===== src/hw/uart_pkg.sv =====
package uart_pkg;

    // data bits per frame, no parity
    localparam int data_w = 8;

    // run-time baud divider width, one bit lasts baud_div + 1 cycles
    localparam int baud_w = 16;

    // default entry count of the transmit FIFO
    localparam int tx_queue_depth_default = 4;

    // frame sequencing shared by the serializer and deserializer
    typedef enum logic [1:0] {
        idle      = 2'd0,  // line high, waiting for work
        start_bit = 2'd1,  // low start bit
        data_bits = 2'd2,  // eight data bits, lsb first
        stop_bit  = 2'd3   // high stop bit
    } frame_state_t;

endpackage

===== src/hw/uart_core.sv =====
`timescale 1ns/10ps

module uart_core #(
    parameter int tx_queue_depth = uart_pkg::tx_queue_depth_default
) (
    input  logic                        clk,
    input  logic                        rst_n,
    input  logic [uart_pkg::baud_w-1:0] baud_div,
    // host write side
    input  logic                        wr_req,
    input  logic [uart_pkg::data_w-1:0] wr_data,
    output logic                        wr_ack,
    // host read side
    input  logic                        rx_pin,
    output logic                        rx_req,
    output logic [uart_pkg::data_w-1:0] rx_data,
    output logic                        rx_frame_err,
    output logic                        rx_overrun,
    input  logic                        rx_ack,
    // serial line out
    output logic                        tx_pin,
    output logic                        tx_busy
);

    logic                        q_valid;
    logic [uart_pkg::data_w-1:0] q_data;
    logic                        q_pop;

    uart_tx_queue #(
        .depth   (tx_queue_depth)
    ) tx_queue_inst (
        .clk     (clk),
        .rst_n   (rst_n),
        .wr_req  (wr_req),
        .wr_data (wr_data),
        .wr_ack  (wr_ack),
        .q_valid (q_valid),
        .q_data  (q_data),
        .q_pop   (q_pop)
    );

    uart_tx tx_inst (
        .clk      (clk),
        .rst_n    (rst_n),
        .baud_div (baud_div),
        .q_valid  (q_valid),
        .q_data   (q_data),
        .q_pop    (q_pop),
        .tx_pin   (tx_pin),
        .tx_busy  (tx_busy)
    );

    uart_rx rx_inst (
        .clk          (clk),
        .rst_n        (rst_n),
        .baud_div     (baud_div),
        .rx_pin       (rx_pin),
        .rx_req       (rx_req),
        .rx_data      (rx_data),
        .rx_frame_err (rx_frame_err),
        .rx_overrun   (rx_overrun),
        .rx_ack       (rx_ack)
    );

endmodule


===== src/hw/uart_rx.sv =====
`timescale 1ns/10ps

module uart_rx (
    input  logic                        clk,
    input  logic                        rst_n,
    input  logic [uart_pkg::baud_w-1:0] baud_div,
    input  logic                        rx_pin,
    output logic                        rx_req,
    output logic [uart_pkg::data_w-1:0] rx_data,
    output logic                        rx_frame_err,
    output logic                        rx_overrun,
    input  logic                        rx_ack
);

    localparam int idx_w = $clog2(uart_pkg::data_w);

    logic                        rx_meta;
    logic                        rx_sync;
    logic                        rx_last;    // previous synced level
    logic                        fall;
    uart_pkg::frame_state_t      state;
    logic [uart_pkg::baud_w-1:0] bit_timer;
    logic [uart_pkg::baud_w-1:0] baud_q;
    logic [idx_w-1:0]            bit_idx;
    logic [uart_pkg::data_w-1:0] shift_q;   // lsb arrives first
    logic                        ovr_pending;
    logic                        port_free;

    // two-flop synchronizer plus one stage for edge detection
    always_ff @(posedge clk) begin
        if (!rst_n) begin
            rx_meta <= 1'b1;
            rx_sync <= 1'b1;
            rx_last <= 1'b1;
        end else begin
            rx_meta <= rx_pin;
            rx_sync <= rx_meta;
            rx_last <= rx_sync;
        end
    end

    assign fall      = rx_last && !rx_sync;
    assign port_free = !rx_req && !rx_ack;  // previous offer fully retired

    always_ff @(posedge clk) begin
        if (state == uart_pkg::idle && fall) begin
            baud_q <= baud_div;
        end
        if (state == uart_pkg::data_bits && bit_timer == '0) begin
            shift_q <= {rx_sync, shift_q[uart_pkg::data_w-1:1]};
        end
    end

    always_ff @(posedge clk) begin
        if (!rst_n) begin
            state     <= uart_pkg::idle;
            bit_timer <= '0;
            bit_idx   <= '0;
        end else begin
            case (state)
                uart_pkg::idle: begin
                    if (fall) begin
                        bit_timer <= baud_div >> 1; // half a bit to the centre
                        state     <= uart_pkg::start_bit;
                    end
                end

                uart_pkg::start_bit: begin
                    if (bit_timer != '0) begin
                        bit_timer <= bit_timer - 1'b1;
                    end else if (rx_sync) begin
                        state <= uart_pkg::idle; // glitch, not a start bit
                    end else begin
                        bit_timer <= baud_q;
                        bit_idx   <= '0;
                        state     <= uart_pkg::data_bits;
                    end
                end

                uart_pkg::data_bits: begin
                    if (bit_timer == '0) begin
                        bit_timer <= baud_q;
                        bit_idx   <= bit_idx + 1'b1;
                        if (bit_idx == idx_w'(uart_pkg::data_w - 1)) begin
                            state <= uart_pkg::stop_bit;
                        end
                    end else begin
                        bit_timer <= bit_timer - 1'b1;
                    end
                end

                uart_pkg::stop_bit: begin
                    if (bit_timer == '0) begin
                        state <= uart_pkg::idle; // resync on next falling edge
                    end else begin
                        bit_timer <= bit_timer - 1'b1;
                    end
                end

                default: state <= uart_pkg::idle;
            endcase
        end
    end

    // output side of the four-phase port
    always_ff @(posedge clk) begin
        if (!rst_n) begin
            rx_req       <= 1'b0;
            rx_frame_err <= 1'b0;
            rx_overrun   <= 1'b0;
            ovr_pending  <= 1'b0;
        end else begin
            if (rx_req && rx_ack) begin
                rx_req       <= 1'b0;
                rx_frame_err <= 1'b0;
                rx_overrun   <= 1'b0;   // reported once, now consumed
            end
            if (state == uart_pkg::stop_bit && bit_timer == '0) begin
                if (port_free) begin
                    rx_data      <= shift_q;
                    rx_frame_err <= !rx_sync;   // stop bit must be high
                    rx_overrun   <= ovr_pending;
                    rx_req       <= 1'b1;
                    ovr_pending  <= 1'b0;
                end else begin
                    ovr_pending <= 1'b1;        // byte dropped
                end
            end
        end
    end

    rx_data_held: assert property (
        @(posedge clk) disable iff (!rst_n)
        rx_req |=> (!rx_req || $stable(rx_data))
    ) else $error("rx_data changed while rx_req high");

endmodule


===== src/hw/uart_tx.sv =====
`timescale 1ns/10ps

module uart_tx (
    input  logic                        clk,
    input  logic                        rst_n,
    input  logic [uart_pkg::baud_w-1:0] baud_div,
    input  logic                        q_valid,
    input  logic [uart_pkg::data_w-1:0] q_data,
    output logic                        q_pop,
    output logic                        tx_pin,
    output logic                        tx_busy
);

    localparam int idx_w = $clog2(uart_pkg::data_w);

    uart_pkg::frame_state_t      state;
    logic [uart_pkg::baud_w-1:0] bit_timer;  // counts baud_q down to zero
    logic [uart_pkg::baud_w-1:0] baud_q;     // divider frozen for the frame
    logic [idx_w-1:0]            bit_idx;
    logic [uart_pkg::data_w-1:0] data_q;

    // take the head byte as soon as the line is free
    assign q_pop   = (state == uart_pkg::idle) && q_valid;
    assign tx_busy = (state != uart_pkg::idle);

    always_ff @(posedge clk) begin
        if (q_pop) begin
            data_q <= q_data;
            baud_q <= baud_div;               // sampled once per frame
        end
    end

    // tx_pin changes on the same edge as the state so each bit is
    // exactly baud_q + 1 cycles wide
    always_ff @(posedge clk) begin
        if (!rst_n) begin
            state     <= uart_pkg::idle;
            tx_pin    <= 1'b1;
            bit_timer <= '0;
            bit_idx   <= '0;
        end else begin
            case (state)
                uart_pkg::idle: begin
                    tx_pin <= 1'b1;            // line idles high
                    if (q_pop) begin
                        tx_pin    <= 1'b0;     // start bit begins
                        bit_timer <= baud_div;
                        bit_idx   <= '0;
                        state     <= uart_pkg::start_bit;
                    end
                end

                uart_pkg::start_bit: begin
                    if (bit_timer == '0) begin
                        tx_pin    <= data_q[0];
                        bit_timer <= baud_q;
                        state     <= uart_pkg::data_bits;
                    end else begin
                        bit_timer <= bit_timer - 1'b1;
                    end
                end

                uart_pkg::data_bits: begin
                    if (bit_timer == '0) begin
                        bit_timer <= baud_q;
                        if (bit_idx == idx_w'(uart_pkg::data_w - 1)) begin
                            tx_pin <= 1'b1;    // stop bit
                            state  <= uart_pkg::stop_bit;
                        end else begin
                            tx_pin  <= data_q[bit_idx + 1'b1];
                            bit_idx <= bit_idx + 1'b1;
                        end
                    end else begin
                        bit_timer <= bit_timer - 1'b1;
                    end
                end

                uart_pkg::stop_bit: begin
                    if (bit_timer == '0) begin
                        state <= uart_pkg::idle; // at least one idle cycle follows
                    end else begin
                        bit_timer <= bit_timer - 1'b1;
                    end
                end

                default: state <= uart_pkg::idle;
            endcase
        end
    end

    // the line must rest high between frames
    idle_line_high: assert property (
        @(posedge clk) disable iff (!rst_n)
        (state == uart_pkg::idle) |-> tx_pin
    ) else $error("tx_pin low while transmitter idle");

endmodule


===== src/hw/uart_tx_queue.sv =====
`timescale 1ns/10ps

module uart_tx_queue #(
    parameter int depth = 4
) (
    input  logic                        clk,
    input  logic                        rst_n,
    input  logic                        wr_req,
    input  logic [uart_pkg::data_w-1:0] wr_data,
    output logic                        wr_ack,
    output logic                        q_valid,
    output logic [uart_pkg::data_w-1:0] q_data,
    input  logic                        q_pop
);

    localparam int ptr_w = (depth > 1) ? $clog2(depth) : 1;
    localparam int cnt_w = $clog2(depth + 1);

    logic [uart_pkg::data_w-1:0] mem [depth];  // payload storage, no reset
    logic [ptr_w-1:0]            wr_ptr;
    logic [ptr_w-1:0]            rd_ptr;
    logic [cnt_w-1:0]            count;
    logic                        full;
    logic                        push;
    logic                        pop;

    assign full    = (count == cnt_w'(depth));
    assign q_valid = (count != '0);
    assign q_data  = mem[rd_ptr];              // head entry, fall-through

    // a write is taken only in the request phase and only with room left
    assign push = wr_req && !wr_ack && !full;
    assign pop  = q_pop && q_valid;

    // wr_ack itself is the handshake state
    // low: waiting for a request, high: waiting for the request to fall
    always_ff @(posedge clk) begin
        if (!rst_n) begin
            wr_ack <= 1'b0;
        end else if (!wr_ack) begin
            if (push) begin
                wr_ack <= 1'b1;                // byte stored, acknowledge
            end
        end else if (!wr_req) begin
            wr_ack <= 1'b0;                    // return to zero
        end
    end

    always_ff @(posedge clk) begin
        if (push) begin
            mem[wr_ptr] <= wr_data;
        end
    end

    always_ff @(posedge clk) begin
        if (!rst_n) begin
            wr_ptr <= '0;
            rd_ptr <= '0;
            count  <= '0;
        end else begin
            if (push) begin
                wr_ptr <= (wr_ptr == ptr_w'(depth - 1)) ? '0 : wr_ptr + 1'b1;
            end
            if (pop) begin
                rd_ptr <= (rd_ptr == ptr_w'(depth - 1)) ? '0 : rd_ptr + 1'b1;
            end
            case ({push, pop})
                2'b10:   count <= count + 1'b1;
                2'b01:   count <= count - 1'b1;
                default: count <= count;       // both or neither
            endcase
        end
    end

    // the transmitter must never pop an empty queue
    pop_only_when_valid: assert property (
        @(posedge clk) disable iff (!rst_n)
        q_pop |-> q_valid
    ) else $error("q_pop while queue empty");

    // host keeps the byte steady until the queue has taken it
    wr_data_held: assert property (
        @(posedge clk) disable iff (!rst_n)
        (wr_req && !wr_ack) |=> (wr_ack || !wr_req || $stable(wr_data))
    ) else $error("wr_data changed during write request");

endmodule


===== config.mk =====
export PLATFORM = sky130hd
export DESIGN_NAME = uart_core
export DESIGN_NICKNAME = d
export VERILOG_FILES = /design/src/hw/uart_pkg.sv /design/src/hw/uart_core.sv /design/src/hw/uart_rx.sv /design/src/hw/uart_tx.sv /design/src/hw/uart_tx_queue.sv
export SDC_FILE = /design/constraint.sdc
export NUM_CORES = 1
export LEC_CHECK = 0
export BUFFER_PORTS_ARGS = -buffer_cell sky130_fd_sc_hd__buf_2
export CORE_UTILIZATION = 53
export CTS_BUF_LIST = sky130_fd_sc_hd__clkbuf_4 sky130_fd_sc_hd__clkbuf_8 sky130_fd_sc_hd__clkbuf_16
export DETAILED_ROUTE_END_ITERATION = 10
export PLACE_DENSITY = 0.71
export SYNTH_ARGS = -nofsm -noshare
export SYNTH_HDL_FRONTEND = slang
export SYNTH_SLANG_ARGS = --single-unit

===== constraint.sdc =====
create_clock -name clk -period 3 [get_ports clk]
set_input_delay 0.45 -clock clk [delete_from_list [all_inputs] [get_ports clk]]
set_output_delay 0.45 -clock clk [all_outputs]
set_load 0.02 [all_outputs]

# After elaboration in Yosys (flattened, before gate mapping)
# Memory sizes are Yosys's and may differ from the RTL's. A register that Yosys moved wholly into a read port is not among the register bits.
# Index checks and enable logic that the tools add are counted.
[totals]
register_bits = 106
ram_bits = 32
in_bits = 29
out_inout_bits = 14
wordCells = 150
n_memories = 1
[memory_table]
columns = ["name", "words", "width", "read_ports", "rd_ports_with_merged_regs", "write_ports", "line", "text"]
rows = [
  ["tx_queue_inst.mem", 4, 8, 1, 1, 1, "uart_tx_queue.sv:19", "logic [uart_pkg::data_w-1:0] mem [depth];"],
]
[op_classes]
addsub = 8
magnitude_cmp = 1
eq_ne = 28
mux = 55
reduce_logical = 35
[op_table]
columns = ["cell", "n"]
rows = [
  ["16-bit two-way mux", 8],
  ["16-bit one-hot mux with 4 select lines", 1],
  ["16-bit one-hot mux with 3 select lines", 1],
  ["16-bit zero test", 2],
  ["16-bit by 1-bit subtractor with 16-bit output (second input constant)", 2],
  ["2-bit two-way mux", 13],
  ["1-bit two-way mux", 19],
  ["3-bit two-way mux", 6],
  ["3-bit one-hot mux with 2 select lines", 3],
  ["2-bit inequality test (second input constant)", 8],
  ["2-bit one-hot mux with 4 select lines", 2],
  ["16-bit nonzero test", 1],
  ["2-bit equality test (second input constant)", 7],
  ["2-bit by 1-bit inequality test with 1-bit output (second input constant)", 6],
  ["1-bit logical AND", 10],
  ["5-bit AND reduction", 2],
  ["3-bit by 1-bit adder with 3-bit output (second input constant)", 3],
  ["3-bit equality test (second input constant)", 3],
  ["3-bit AND reduction", 3],
  ["4-bit AND reduction", 2],
  ["2-bit nonzero test", 4],
  ["2-bit by 1-bit equality test with 1-bit output (second input constant)", 3],
  ["3-bit nonzero test", 2],
  ["1-bit zero test", 5],
  ["9 further kinds", 11],
]

# Logic depth before layout (Yosys ltp)
[logic_depth]
ltp_word = 6
mapped_depth = 11
depth_no_buf = 10

# Hierarchy
# From an unflattened synthesis, not the netlist that was laid out.
[unflattened]
hier_cells = 672
area_unflattened_um2 = 7352.1
[by_module_without_submodules]
columns = ["mod", "n_inst", "cells_each", "area_per_inst_um2", "seq_area_each_um2"]
rows = [
  ["uart_rx", 1, 286, 2917.8, 1521.5],
  ["uart_tx", 1, 286, 2748.9, 1161.1],
  ["uart_tx_queue", 1, 100, 1685.4, 1161.1],
]

# Least setup slack after synthesis
# Ideal clock, no wire load.
[synth_path]
kind = "register -> register"
start = "register rx_inst.bit_timer[0] (netlist name)"
end = "register rx_inst.rx_data[0] (netlist name), enable pin"
setup_ns = 0.383
t_arrival_ns = 2.361
required_ns = 2.617
setup_slack_ns = 0.255
stages_incl_launch_ff = 8
n_path_buf = 1
period_less_slack_ns = 2.745
cell_sequence = "dfxtp_1 inv_1 ha_1 or3b_1 buf_2 nor4_1 nand3_1 nor3_1"
[synth_between]
elab_chain_len = 3
[synth_lines]
columns = ["element", "line", "text"]
rows = [
  ["start, declared", "uart_rx.sv:22", "logic [uart_pkg::baud_w-1:0] bit_timer;"],
  ["start signal, assigned", "uart_rx.sv:63", "bit_timer <= baud_div >> 1;"],
  ["start signal, assigned", "uart_rx.sv:70", "bit_timer <= bit_timer - 1'b1;"],
  ["start signal, assigned", "uart_rx.sv:74", "bit_timer <= baud_q;"],
  ["16-bit zero test", "uart_rx.sv:118", "if (state == uart_pkg::stop_bit && bit_timer == '0) begin"],
  ["1-bit logical AND", "uart_rx.sv:118", ""],
  ["3-bit AND reduction (no line)", "n/a", ""],
  ["end signal, assigned", "uart_rx.sv:120", "rx_data <= shift_q;"],
  ["end, declared", "uart_rx.sv:9", "output logic [uart_pkg::data_w-1:0] rx_data,"],
]
# Every way passes these cells.
# A chain may end at the register's enable or synchronous reset.

# Worst setup path in the final report
[layout_path]
start = "register rx_inst.bit_timer[0] (netlist name)"
end = "register rx_inst.bit_timer[14] (netlist name)"
[layout_between]
elab_chain_len = 3
elab_cells_between_ends = 10
[layout_lines]
columns = ["element", "line", "text"]
rows = [
  ["16-bit by 1-bit subtractor with 16-bit output, or another cell as far along", "uart_rx.sv:70, uart_rx.sv:88, uart_rx.sv:96", ""],
  ["16-bit two-way mux, or another cell as far along", "uart_rx.sv:93", "if (bit_timer == '0) begin"],
  ["16-bit one-hot mux with 4 select lines / 3-bit AND reduction (equally long branches)", "n/a", ""],
]
# Parallel ways exist; a longest one is shown, timed or not. The select of a mux whose other input is x is not followed.

==> metrics.txt <==
fin crit period 2.75 ns; ANT cells 0; worst r2r dst rx_inst.bit_timer[14]; Mapped Area 6940 um^2; Final Cycle Share 91.6%; Util after Layout 63.0%; Die X 116 um; max cap viols 0; list of most frequent post-synthesis cells edfxtp_1, dfxtp_1, nand2_1; Worst Reg-to-Reg Cells 8; Clock transition at path regs 0.07 ns; Mapped Cells 628; WHS 0.230 ns; Vias 5161; GPL Wtd Cong 0.828; syn_area_per_cell 11.0 um^2; routed wire length 15.4 mm; f_max 0.364 GHz; startpoint types flip-flop; Tot Pwr 7.68 mW; syn nets 676; worst skew pair latency 0.43 ns; sequential area share after synthesis 54.8%; unrepaired setup endpoints after global routing no; ys async rst share 0%; # nets final 721; maximum VDD drop 0.000788 V; # DRC 0; status completed; final hold violations 0; grt ovf 0; Antenna Nets Post-Route 0; Fill cells 1041; core footprint 12700 um^2; Placement Cell Area 7370 um^2; dpl hpwl 10.2 mm; CP Data Required Time 3.31 ns; TNS Setup 0 ns; Post-CTS Resized 0; input/output buffers 42; crit path to rx_inst.bit_timer[14]; ranking of synthesized cells by area edfxtp_1, dfxtp_1, ha_1, mux4_2, a21oi_1; Final Setup Violations 0; layout cell share with drive strength beyond 1 17.8%; Avg WL per Cell 18.0 um; # rows 41; first-pass GRT wire length 25.3 mm; kind of critical path flip-flop to flip-flop; fin. max-slew vios 0; Primary FF master, synth edfxtp_1; share of the synthesized area in the top cell type 38.1%; hold buffers post-CTS 0; DIE HEIGHT 116 um; number of synthesized register bits 146; Total GRT Usage 24.9%; CP startpoint rx_inst.bit_timer[0]; initial antenna violation count 0; drt initial violations 404; Synth cell types 65; die area 13600 um^2; Inserted Clock Buffers 17; Least-Margin Pin Slew 0.994 ns; largest net degree at the start of global routing 45; PD cells 962 nW/um^2; top-count cell post-synth edfxtp_1; reg2reg start rx_inst.bit_timer[0]; crit end category flip-flop; Worst Path Max Fanout 14; slew margin rel. 33.8%; TritonRoute pass-1 iters 5; area leader, netlist edfxtp_1; worst min path class input port to flip-flop; DR vias/cell 6.02; clock sink total 146; final clock skew 0.00690 ns; CP arrival 3.06 ns; vias in the first global route 4979; H-tree depth 4; Yosys warning total 0; Leak 2.93 nW; IO Count 43; register-to-register setup slack 0.25 ns; CTS Root Cell clkbuf_16; CTS tree built; CTS Buffer Depth 2; area delta synth->final 15.1%; Post-synth EDFFs 88; Finished Cell Area 7990 um^2; starting density of the core 54.8%
==> per-layer routing <==
metal  track usage, %  vias up  wire (um)
li1                 -     2470          -
met1             31.7     2516       6800
met2             41.0      152       7530
met3             5.66       23        790
met4             10.3        0        322
met5                0        -          0
==> worst min path at each step <==
stage	startpoint	to	cells after the start	slack, ns
CTS	wr_data[2]	tx_queue_inst.mem[0][2]	1	0.22
finish	wr_data[2]	tx_queue_inst.mem[0][2]	1	0.23
detailed placement	rx_inst.shift_q[0]	rx_inst.rx_data[0]	0	0.42
global route	wr_data[7]	tx_queue_inst.mem[2][7]	1	0.22
global placement	rx_inst.shift_q[0]	rx_inst.rx_data[0]	0	0.42
floorplan	rx_inst.rx_meta	rx_inst.rx_sync	1	0.39
==> timing repair <==
item                                    in CTS  in global routing
buffers inserted                             0                  3
endpoints found under the setup margin       0                 11
endpoints found under the hold margin        0                  0
==> cells by family (layout without fill, tap and decap cells) <==
kind of cell	count (synthesis)	after routing	synth area share, %
XOR/XNOR	15	15	1.89
adder cells (fa/ha/maj)	20	20	3.70
AND/OR/NAND/NOR	184	184	14.1
AO/OA/AOI/OAI	180	180	17.1
buffers and inverters	63	121	3.66
flip-flops	146	146	54.8
multiplexers	20	20	4.73
==> sequential cells by signal, indices dropped and copies added (netlist names), 8 cells and up, named ones only <==
signal	flops
rx_inst.baud_q	16
tx_queue_inst.mem	32
rx_inst.shift_q	8
tx_inst.bit_timer	16
rx_inst.bit_timer	16
tx_inst.baud_q	16
rx_inst.rx_data	8
tx_inst.data_q	8
==> cell type report <==
cell class                 count  area [um^2]  share of cell area (%)
clock buffer                  17          425                    5.33
clock inverter                15          165                    2.07
inverter                      25         93.8                    1.17
multi-input combinational    419         2880                    36.1
sequential                   146         3800                    47.6
tap                          172          215                    2.69
timing repair buffer          64          400                    5.01
==> critical path, stage by stage (launching register included) <==
cell and delay (ns):
dfxtp_1 0.34, inv_1 0.09, ha_1 0.16, or3b_1 0.45, or4_4 0.57, or3_1 0.39
maj3_2 0.32, a221oi_2 0.24, nor3b_1 0.08
==> where the power goes <==
group          switching [mW]  internal (mW)
Sequential              0.290           2.52
Combinational            1.63           1.13
Clock                   0.934           1.18
==> metrics by stage <==
stage	instances	worst slack [ns]
after floorplan	628	0.255
after global placement	823	0.221
after detailed placement	823	0.139
after CTS	855	0.116
after global routing	858	0.106
final	858	0.253
==> cells in the final DEF (no fill, tap or decap), types with 3 or more instances in the layout <==
master and n:
a211oi_1 5, a21oi_1 42, a221oi_1 5, a31oi_1 8
and2_1 11, buf_2 42, buf_4 20, clkbuf_16 17
dfxtp_1 58, edfxtp_1 88, ha_1 18, inv_1 24
inv_6 6, inv_8 3, mux2i_1 8, mux4_2 10
nand2_1 45, nand2b_1 9, nand3_1 14, nand3b_1 11
nand4_1 3, nor2_1 30, nor2b_1 7, nor3_1 17
nor3b_1 5, nor4_1 7, o211a_1 3, o211ai_1 19
o21a_1 11, o21ai_0 36, o21bai_1 4, o221a_2 3
o22ai_1 16, o31ai_1 6, or2_2 4, or3_1 8
or4_1 5, xnor2_1 7, xor2_1 8
Power figures use the tool's default switching activity.
